$ cat src/logic/ecc_mem_defines.svh
`ifndef ECC_MEM_DEFINES_SVH
`define ECC_MEM_DEFINES_SVH

// Code geometry.
`define ECC_DATA_WIDTH   21
`define ECC_PARITY_WIDTH 6
`define ECC_CODE_WIDTH   27

// Word index width, 64 words.
`define ECC_MEM_AW 6

`define APB_ADDR_WIDTH 12
`define APB_DATA_WIDTH 32

// Register map. Address bit 11 clear selects the memory.
`define REG_CTRL   12'h800
`define REG_INJECT 12'h804
`define REG_STATUS 12'h808

`define SCRUB_PERIOD 256

`endif

$ cat src/logic/ecc_pkg.sv
`include "ecc_mem_defines.svh"

package ecc_pkg;

    typedef logic [`ECC_DATA_WIDTH-1:0] ecc_data_t;

    typedef logic [`ECC_PARITY_WIDTH-1:0] ecc_parity_t;

    // Stored parity xor recomputed parity.
    typedef logic [`ECC_PARITY_WIDTH-1:0] ecc_syndrome_t;

    typedef struct packed {
        ecc_parity_t parity;    // Upper 6 bits.
        ecc_data_t   data;
    } ecc_code_t;

    typedef enum logic [1:0] {
        err_none,
        err_single,
        err_double
    } ecc_err_e;

endpackage

$ cat src/logic/apb_regs_pkg.sv
package apb_regs_pkg;

    typedef enum logic [2:0] {
        st_idle,
        st_apb_access,
        st_mem_wait,
        st_read_respond,
        st_scrub_read,
        st_scrub_check,
        st_scrub_write
    } ctrl_state_e;

    typedef enum logic [2:0] {
        op_none,
        op_read,
        op_write,
        op_scrub_read,
        op_scrub_write
    } mem_op_e;

    typedef enum logic [2:0] {
        sel_mem,
        sel_ctrl,
        sel_inject,
        sel_status,
        sel_unmapped
    } reg_sel_e;

endpackage

$ cat src/logic/ecc_mem_if.sv
`include "ecc_mem_defines.svh"

interface ecc_mem_if;
    import ecc_pkg::*;

    logic                   en;
    logic                   we;
    logic [`ECC_MEM_AW-1:0] addr;
    ecc_code_t              wcode;
    ecc_code_t              rcode;    // Valid the cycle after a read.

    modport master (
        output en,
        output we,
        output addr,
        output wcode,
        input  rcode
    );

    modport slave (
        input  en,
        input  we,
        input  addr,
        input  wcode,
        output rcode
    );

endinterface

$ cat src/logic/ecc_21_codec.sv
module ecc_21_codec (
    input  ecc_pkg::ecc_data_t   wdata,
    output ecc_pkg::ecc_parity_t wparity,
    input  ecc_pkg::ecc_code_t   rcode,
    input  logic                 bypass,
    output ecc_pkg::ecc_data_t   rdata,
    output ecc_pkg::ecc_err_e    err
);
    import ecc_pkg::*;

    ecc_syndrome_t syndrome;
    ecc_data_t     flip;
    ecc_err_e      err_raw;

    function automatic ecc_parity_t encode(input ecc_data_t d);
        ecc_parity_t p;
        p[0] = d[0] ^ d[1] ^ d[3] ^ d[4] ^ d[6] ^ d[8]
             ^ d[10] ^ d[11] ^ d[13] ^ d[15] ^ d[17] ^ d[19];
        p[1] = d[0] ^ d[2] ^ d[3] ^ d[5] ^ d[6] ^ d[9]
             ^ d[10] ^ d[12] ^ d[13] ^ d[16] ^ d[17] ^ d[20];
        p[2] = d[1] ^ d[2] ^ d[3] ^ d[7] ^ d[8] ^ d[9]
             ^ d[10] ^ d[14] ^ d[15] ^ d[16] ^ d[17];
        p[3] = d[4] ^ d[5] ^ d[6] ^ d[7] ^ d[8] ^ d[9]
             ^ d[10] ^ d[18] ^ d[19] ^ d[20];
        p[4] = d[11] ^ d[12] ^ d[13] ^ d[14] ^ d[15]
             ^ d[16] ^ d[17] ^ d[18] ^ d[19] ^ d[20];
        p[5] = d[0] ^ d[1] ^ d[2] ^ d[4] ^ d[5] ^ d[7]
             ^ d[10] ^ d[11] ^ d[12] ^ d[14] ^ d[17] ^ d[18];
        return p;
    endfunction

    assign wparity  = encode(wdata);
    assign syndrome = rcode.parity ^ encode(rcode.data);

    // Syndrome to flipped data bit.
    always_comb begin
        flip    = '0;
        err_raw = err_single;
        case (syndrome)
            6'b000000: err_raw = err_none;
            6'b100011: flip[0] = 1'b1;
            6'b100101: flip[1] = 1'b1;
            6'b100110: flip[2] = 1'b1;
            6'b000111: flip[3] = 1'b1;
            6'b101001: flip[4] = 1'b1;
            6'b101010: flip[5] = 1'b1;
            6'b001011: flip[6] = 1'b1;
            6'b101100: flip[7] = 1'b1;
            6'b001101: flip[8] = 1'b1;
            6'b001110: flip[9] = 1'b1;
            6'b101111: flip[10] = 1'b1;
            6'b110001: flip[11] = 1'b1;
            6'b110010: flip[12] = 1'b1;
            6'b010011: flip[13] = 1'b1;
            6'b110100: flip[14] = 1'b1;
            6'b010101: flip[15] = 1'b1;
            6'b010110: flip[16] = 1'b1;
            6'b110111: flip[17] = 1'b1;
            6'b111000: flip[18] = 1'b1;
            6'b011001: flip[19] = 1'b1;
            6'b011010: flip[20] = 1'b1;
            6'b100000, 6'b010000, 6'b001000,
            6'b000100, 6'b000010, 6'b000001: err_raw = err_single;    // Parity bit only.
            default: err_raw = err_double;
        endcase
    end

    assign rdata = bypass ? rcode.data : rcode.data ^ flip;
    assign err   = bypass ? err_none : err_raw;

    // A corrected data bit must give back a clean codeword.
    a_flip_matches_code: assert final (flip == '0 || encode(rcode.data ^ flip) == rcode.parity);

endmodule

$ cat src/logic/ecc_mem_array.sv
`include "ecc_mem_defines.svh"

module ecc_mem_array (
    input logic      clk,
    input logic      reset,
    ecc_mem_if.slave mem
);
    import ecc_pkg::*;

    localparam int DEPTH = 1 << `ECC_MEM_AW;

    ecc_code_t store [DEPTH];

    // Single port, read data registered.
    always_ff @(posedge clk) begin
        if (mem.en) begin
            if (mem.we) begin
                store[mem.addr] <= mem.wcode;
            end else begin
                mem.rcode <= store[mem.addr];
            end
        end
    end

    a_we_needs_en: assert property (@(posedge clk) disable iff (reset)
        mem.we |-> mem.en);

endmodule

$ cat src/logic/scrub_timer.sv
`include "ecc_mem_defines.svh"

module scrub_timer #(
    parameter int PERIOD = `SCRUB_PERIOD
) (
    input  logic                   clk,
    input  logic                   reset,
    input  logic                   enable,
    input  logic                   done,
    output logic                   scrub_req,
    output logic [`ECC_MEM_AW-1:0] scrub_addr
);

    localparam int CW = $clog2(PERIOD);

    logic [CW-1:0] count;

    always_ff @(posedge clk) begin
        if (reset) begin
            count      <= '0;
            scrub_req  <= 1'b0;
            scrub_addr <= '0;
        end else begin
            if (!enable) begin
                count <= '0;
            end else if (!scrub_req) begin    // Hold while a request waits.
                if (count == CW'(PERIOD - 1)) begin
                    count     <= '0;
                    scrub_req <= 1'b1;
                end else begin
                    count <= count + 1'b1;
                end
            end
            if (done) begin
                scrub_req  <= 1'b0;
                scrub_addr <= scrub_addr + 1'b1;    // Wraps at 64.
            end
        end
    end

endmodule

$ cat src/logic/ecc_mem_ctrl.sv
`include "ecc_mem_defines.svh"

module ecc_mem_ctrl (
    input  logic                       clk,
    input  logic                       reset,
    input  logic                       psel,
    input  logic                       penable,
    input  logic                       pwrite,
    input  logic [`APB_ADDR_WIDTH-1:0] paddr,
    input  logic [`APB_DATA_WIDTH-1:0] pwdata,
    output logic [`APB_DATA_WIDTH-1:0] prdata,
    output logic                       pready,
    output logic                       pslverr,
    ecc_mem_if.master                  mem,
    output ecc_pkg::ecc_data_t         enc_data,
    input  ecc_pkg::ecc_parity_t       enc_parity,
    input  ecc_pkg::ecc_data_t         dec_data,
    input  ecc_pkg::ecc_err_e          dec_err,
    output logic                       bypass,
    output logic                       scrub_en,
    input  logic                       scrub_req,
    input  logic [`ECC_MEM_AW-1:0]     scrub_addr,
    output logic                       scrub_done
);
    import ecc_pkg::*;
    import apb_regs_pkg::*;

    localparam int DW = `APB_DATA_WIDTH;

    ctrl_state_e   state;
    ctrl_state_e   state_next;
    mem_op_e       mem_op;
    reg_sel_e      sel;
    logic          access;
    logic          count_en;
    logic [1:0]    ctrl_q;
    ecc_code_t     inject_q;
    ecc_data_t     data_q;
    logic          derr_q;
    logic [7:0]    single_cnt;
    logic [7:0]    double_cnt;
    logic [DW-1:0] reg_rdata;

    assign access   = (state == st_apb_access) && psel && penable;
    assign count_en = (state == st_mem_wait) || (state == st_scrub_check);
    assign bypass   = ctrl_q[0];
    assign scrub_en = ctrl_q[1];

    always_comb begin
        if (!paddr[11]) begin
            sel = sel_mem;
        end else begin
            case (paddr)
                `REG_CTRL:   sel = sel_ctrl;
                `REG_INJECT: sel = sel_inject;
                `REG_STATUS: sel = sel_status;
                default:     sel = sel_unmapped;
            endcase
        end
    end

    always_comb begin
        state_next = state;
        case (state)
            st_idle: begin
                if (scrub_req) begin
                    state_next = st_scrub_read;    // Scrub wins, APB stretches.
                end else if (psel) begin
                    state_next = st_apb_access;
                end
            end
            st_apb_access: begin
                if (access) begin
                    state_next = (sel == sel_mem && !pwrite) ? st_mem_wait : st_idle;
                end else if (!psel) begin
                    state_next = st_idle;
                end
            end
            st_mem_wait:     state_next = st_read_respond;
            st_read_respond: state_next = st_idle;
            st_scrub_read:   state_next = st_scrub_check;
            st_scrub_check:  state_next = (dec_err == err_single) ? st_scrub_write : st_idle;
            default:         state_next = st_idle;
        endcase
    end

    always_comb begin
        mem_op = op_none;
        case (state)
            st_apb_access: begin
                if (access && sel == sel_mem) begin
                    mem_op = pwrite ? op_write : op_read;
                end
            end
            st_scrub_read:  mem_op = op_scrub_read;
            st_scrub_write: mem_op = op_scrub_write;
            default:        mem_op = op_none;
        endcase
    end

    assign mem.en   = (mem_op != op_none);
    assign mem.we   = (mem_op == op_write) || (mem_op == op_scrub_write);
    assign mem.addr = (mem_op == op_scrub_read || mem_op == op_scrub_write) ?
                      scrub_addr : paddr[`ECC_MEM_AW+1:2];
    assign enc_data = (mem_op == op_scrub_write) ? data_q : pwdata[`ECC_DATA_WIDTH-1:0];

    // Fault mask only hits bus writes.
    assign mem.wcode = (mem_op == op_write) ? ecc_code_t'({enc_parity, enc_data} ^ inject_q) :
                       ecc_code_t'({enc_parity, enc_data});

    assign scrub_done = (state == st_scrub_write) ||
                        (state == st_scrub_check && dec_err != err_single);

    always_comb begin
        case (sel)
            sel_ctrl:   reg_rdata = DW'(ctrl_q);
            sel_inject: reg_rdata = DW'(inject_q);
            sel_status: reg_rdata = DW'({double_cnt, single_cnt});
            default:    reg_rdata = '0;
        endcase
    end

    assign pready  = (access && (sel != sel_mem || pwrite)) || (state == st_read_respond);
    assign prdata  = (state == st_read_respond) ? DW'(data_q) : reg_rdata;
    assign pslverr = (state == st_read_respond) ? derr_q : (access && sel == sel_unmapped);

    always_ff @(posedge clk) begin
        if (reset) begin
            state      <= st_idle;
            ctrl_q     <= '0;
            inject_q   <= '0;
            single_cnt <= '0;
            double_cnt <= '0;
        end else begin
            state <= state_next;
            if (access && pwrite) begin
                case (sel)
                    sel_ctrl:   ctrl_q <= pwdata[1:0];
                    sel_inject: inject_q <= pwdata[`ECC_CODE_WIDTH-1:0];
                    sel_status: begin
                        single_cnt <= '0;
                        double_cnt <= '0;
                    end
                    sel_mem:    inject_q <= '0;    // One shot.
                    default:    ;
                endcase
            end
            if (count_en && dec_err == err_single && single_cnt != 8'hff) begin
                single_cnt <= single_cnt + 8'd1;
            end
            if (count_en && dec_err == err_double && double_cnt != 8'hff) begin
                double_cnt <= double_cnt + 8'd1;
            end
        end
    end

    // Corrected word, for the bus or for writeback.
    always_ff @(posedge clk) begin
        if (count_en) begin
            data_q <= dec_data;
        end
        if (state == st_mem_wait) begin
            derr_q <= (dec_err == err_double);
        end
    end

    a_pready_in_access: assert property (@(posedge clk) disable iff (reset)
        pready |-> psel && penable);

    // Writeback goes to the word that was read.
    a_scrub_write_order: assert property (@(posedge clk) disable iff (reset)
        state == st_scrub_write |->
            $past(state) == st_scrub_check && scrub_addr == $past(scrub_addr, 2));

endmodule

$ cat src/logic/ecc_mem_top.sv
`include "ecc_mem_defines.svh"

module ecc_mem_top (
    input  logic                       clk,
    input  logic                       reset,
    input  logic                       psel,
    input  logic                       penable,
    input  logic                       pwrite,
    input  logic [`APB_ADDR_WIDTH-1:0] paddr,
    input  logic [`APB_DATA_WIDTH-1:0] pwdata,
    output logic [`APB_DATA_WIDTH-1:0] prdata,
    output logic                       pready,
    output logic                       pslverr
);
    import ecc_pkg::*;

    ecc_data_t              enc_data;
    ecc_parity_t            enc_parity;
    ecc_data_t              dec_data;
    ecc_err_e               dec_err;
    logic                   bypass;
    logic                   scrub_en;
    logic                   scrub_req;
    logic                   scrub_done;
    logic [`ECC_MEM_AW-1:0] scrub_addr;

    ecc_mem_if mem_bus ();

    ecc_mem_ctrl u_ctrl (
        .clk        (clk),
        .reset      (reset),
        .psel       (psel),
        .penable    (penable),
        .pwrite     (pwrite),
        .paddr      (paddr),
        .pwdata     (pwdata),
        .prdata     (prdata),
        .pready     (pready),
        .pslverr    (pslverr),
        .mem        (mem_bus.master),
        .enc_data   (enc_data),
        .enc_parity (enc_parity),
        .dec_data   (dec_data),
        .dec_err    (dec_err),
        .bypass     (bypass),
        .scrub_en   (scrub_en),
        .scrub_req  (scrub_req),
        .scrub_addr (scrub_addr),
        .scrub_done (scrub_done)
    );

    scrub_timer #(
        .PERIOD(`SCRUB_PERIOD)
    ) u_scrub (
        .clk        (clk),
        .reset      (reset),
        .enable     (scrub_en),
        .done       (scrub_done),
        .scrub_req  (scrub_req),
        .scrub_addr (scrub_addr)
    );

    // Decodes straight off the array read port.
    ecc_21_codec u_codec (
        .wdata   (enc_data),
        .wparity (enc_parity),
        .rcode   (mem_bus.rcode),
        .bypass  (bypass),
        .rdata   (dec_data),
        .err     (dec_err)
    );

    ecc_mem_array u_array (
        .clk   (clk),
        .reset (reset),
        .mem   (mem_bus.slave)
    );

endmodule

$ cat config.mk
export PLATFORM = sky130hd
export DESIGN_NAME = ecc_mem_top
export DESIGN_NICKNAME = d
export VERILOG_FILES = /design/src/logic/ecc_pkg.sv /design/src/logic/apb_regs_pkg.sv /design/src/logic/ecc_mem_if.sv /design/src/logic/ecc_21_codec.sv /design/src/logic/ecc_mem_array.sv /design/src/logic/scrub_timer.sv /design/src/logic/ecc_mem_ctrl.sv /design/src/logic/ecc_mem_top.sv
export VERILOG_INCLUDE_DIRS = /design/src /design/src/logic
export SDC_FILE = /design/constraint.sdc
export NUM_CORES = 2
export LEC_CHECK = 0
export ABC_AREA = 1
export BUFFER_PORTS_ARGS = -buffer_cell sky130_fd_sc_hd__buf_2
export CELL_PAD_IN_SITES_DETAIL_PLACEMENT = 1
export CELL_PAD_IN_SITES_GLOBAL_PLACEMENT = 1
export CORE_AREA = 2 2 343 515
export CTS_BUF_LIST = sky130_fd_sc_hd__clkbuf_16
export DETAILED_ROUTE_END_ITERATION = 10
export DIE_AREA = 0 0 345 517
export PLACE_DENSITY_LB_ADDON = 0.1
export SYNTH_ARGS = -nofsm -noshare
export SYNTH_HDL_FRONTEND = slang
export SYNTH_SLANG_ARGS = --single-unit
export TNS_END_PERCENT = 100
$ cat constraint.sdc
create_clock -name clk -period 3.9 [get_ports clk]
set_input_delay 0.39 -clock clk [delete_from_list [all_inputs] [get_ports clk]]
set_output_delay 0.39 -clock clk [all_outputs]
set_load 0.005 [all_outputs]
==> flow_summary.toml <==
[sta]
min_period_ns = 3.86
report.final.slew_viol_count = 0
clock_skew_ns = 0.0393
finalCritPeriodShare = 0.990
max_slew_margin = 0.389
fin_ws_ns = 0.0388
rsz0062_at_grt = "true"
tightest_slew_ns = 0.915
setup_viol = 0
hold_viol_final = 0
max_freq_mhz = 259

[logic_synthesis]
synth_area_mm2 = 0.0709
avgSynthCellArea_um2 = 15.0
synth_seq_cells = 1840
syn_inst = 4726
synth_top_area_cell = "edfxtp_1"
yosys.area.top_type_share = 0.753
ys_types = 54
yosysWarnings = 0
synth-main-ff-cell = "edfxtp_1"
synthTopCellsByArea = "edfxtp_1 (75%), a22oi_1 (7.3%), nand2_1 (3.1%)"
synth.yosys.seq_area_share = 0.770
async_reset_ff_frac = 0
synth-edff-count = 1777
synth_common_cells = "edfxtp_1 (1777), a22oi_1 (694), nand2_1 (581)"
yosysMostFrequentCell = "edfxtp_1"

[clock_tree]
clock_latency_ns = 0.84
cts_tree = "done"
clk_pin_slew_ns = 0.06
clock_sinks = 1840
htreeDepth = 4
root_buffer = "clkbuf_16"
numCtsBuffers = 174
post_cts.repair.setup_buffers = 0
clock_path_buffers = 3

[drt]
drt-total-wl_um = 247000
vias = 43900
wire_per_inst_um = 32.7
firstDrtPassIters = 5
routed_via_density = 5.82
drtAntennaViolNets = 0
drc = 0
drtIter0Drc = 4446

[floorplan]
start_util = 0.407
ios = 83
die_w_um = 345
die_h_um = 517
dieArea_mm2 = 0.178
rows = 188
fp.coreArea_mm2 = 0.174

[final_layout]
fillers = 16800
postLayoutCoreUtil = 0.483
fin_area_mm2 = 0.0841
multi_input_area_mm2 = 0.0151
drive_gt1_frac = 0.161
fin_nets = 5188
area_growth_pct = 18.5
seq_area_mm2 = 0.0546

[run_status]
status = "finished clean"

[grt]
grt_pass1_vias = 45500
grt_max_degree = 65
grt_usage = 0.276
grt_overflow = 0
antenna_found_initial = 9
grt_pass1_wl_um = 348000

[power]
p_sw_frac = 0.238
power_uw = 42100
power_frac_clock = 0.388
p_per_area_mw_per_mm2 = 501
intPower_uw = 32100
vdd_drop_max_mv = 0.533
comb_power_share = 0.080
p_leak_uw = 0.0279
p_seq_frac = 0.532
switchingPower_uw = 10000

[run]
drv_cap = 0

[worst_setup_path]
path_class = "reg -> reg"
cp-end-kind = "flop"
startpoint_type = "flop"
critPathTopFamily = "simple AND/OR/NAND/NOR gates"
arrival_ns = 4.34
path_buf_inv = 5
crit_required_ns = 4.38
max_stage_delay_ns = 0.46
crit_chain = "inv_2 > nor2_1 > nand2_1 > nand2_2 > inv_2 > nand3_1 > inv_8 > buf_4 > a22oi_1 > nand4_1 > nand2_1 > nand3_1 > buf_4 > nor2_4 > nand4_1"
cp_slowest_cell = "dfxtp_1"
worstPathMaxFanout = 43

[min_path]
hold_class = "in -> reg"

[placed_design]
dp_slack_ns = -0.124
place_area_mm2 = 0.0783
hpwl_um = 155000
io_buffers = 72
gp_congestion = 0.978
[worst register-to-register path: stages, from the launching register on]
cell and delay (ns):
dfxtp_1 0.46, inv_2 0.09, nor2_1 0.24, nand2_1 0.12, nand2_2 0.22, inv_2 0.09, nand3_1 0.20, inv_8 0.21
buf_4 0.43, a22oi_1 0.24, nand4_1 0.23, nand2_1 0.13, nand3_1 0.11, buf_4 0.20, nor2_4 0.23, nand4_1 0.30
[per-stage QoR]
stage / hold slack, ns / TNS, ns / instances
after global placement: 0.455 / -0.0310 / 7207
after CTS: 0.0157 / 0 / 7551
final: 0.0742 / 0 / 7554
after floorplan: 0.441 / 0 / 4730
after detailed placement: 0.487 / -0.124 / 7207
after global routing: 0.0876 / -0.0179 / 7552
[cells in the final DEF, fill, tap and decap left out, types with 6 or more instances in the layout]
| cell type | count |
|---|---|
| or2_1 | 8 |
| a221oi_1 | 57 |
| xor2_4 | 25 |
| o21ai_0 | 60 |
| a31oi_1 | 7 |
| o21ai_1 | 16 |
| nand3_1 | 99 |
| clkbuf_16 | 176 |
| a22oi_1 | 693 |
| dlygate4sd3_1 | 32 |
| clkinvlp_4 | 6 |
| nand2_1 | 578 |
| a21oi_1 | 51 |
| edfxtp_1 | 1777 |
| buf_2 | 72 |
| a41oi_1 | 11 |
| nand4_1 | 230 |
| xor2_1 | 70 |
| nor2_2 | 13 |
| dfxtp_1 | 63 |
| nand2_2 | 27 |
| nor3_1 | 16 |
| inv_2 | 23 |
| buf_4 | 241 |
| buf_12 | 124 |
| a21oi_2 | 10 |
| a22o_1 | 57 |
| nor4_1 | 8 |
| clkinv_2 | 22 |
| inv_8 | 8 |
| o22ai_1 | 15 |
| inv_1 | 267 |
| clkinv_1 | 50 |
| nor2_4 | 48 |
| xnor2_1 | 31 |
| bufinv_16 | 10 |
| nor2_1 | 194 |
[per-layer routing]
layer  routed length (um)  vias up  global-route usage
met1                99700    23100               0.353
met2               124000     1434               0.476
li1                     -    19000                   -
met5                   12        -                   0
met4                11500        2               0.118
met3                12300      364              0.0309
[power by group through the flow]
stage          clock network [uW]  logic (uW)  registers [uW]
3_5_place_dp                    0        3330           22800
3_3_place_gp                    0        3270           22800
6_report                    16300        3360           22400
2_1_floorplan                   0        1310           22900
5_1_grt                     17300        3510           22400
4_1_cts                     16600        3370           22400
[path summary, 6_finish.rpt]
path	from	to	slack, ns	cells after the start
max reg2reg	u_ctrl.state[2]$_SDFFE_PP0P_	u_array.mem.rcode[15]$_DFFE_PP_	0.04	15
min reg2reg	u_scrub.count[4]$_SDFFE_PP0N_	u_scrub.count[4]$_SDFFE_PP0N_	0.49	2
min	paddr[3]	u_ctrl.ctrl_q[1]$_SDFFE_PP0P_	0.07	5
max	u_ctrl.state[2]$_SDFFE_PP0P_	u_array.mem.rcode[15]$_DFFE_PP_	0.04	15
[registers in the layout, summed over array words and instances, names as in the netlist, 2 cells and up]
signal,cells
u_ctrl.inject_q,27
u_array.mem.rcode,27
u_ctrl.double_cnt,8
u_ctrl.ctrl_q,2
u_ctrl.single_cnt,8
u_ctrl.data_q,21
u_scrub.scrub_addr,6
u_array.store,1728
u_scrub.count,8
u_ctrl.state,3
[kinds of logic after synthesis]
kind of cell,Yosys count,share of synthesized area
flops,1840,0.770
mux,4,0.000635
other cells,1,0.0000529
fa+ha+maj,4,0.000706
buf+inv,506,0.0284
simple gates,1249,0.0812
xor+xnor,126,0.0156
compound gates,996,0.103
[repair_timing]
item | CTS | global route
resized for setup | 2 | 4
hold buffers | 32 | 0
hold endpoints to repair | 38 | 0
setup endpoints to repair | 1 | 6
[final cells by class]
class                   instances  area share
diodes                          3   0.0000893
flip-flops and latches       1840       0.650
well taps                    2280      0.0339
clock inverters               136      0.0116
multi-input cells            2384       0.180
inverters                     265      0.0126
clock buffers                 176      0.0524
repair buffers                470      0.0593
Note: power is estimated with default switching activity, not from simulation.
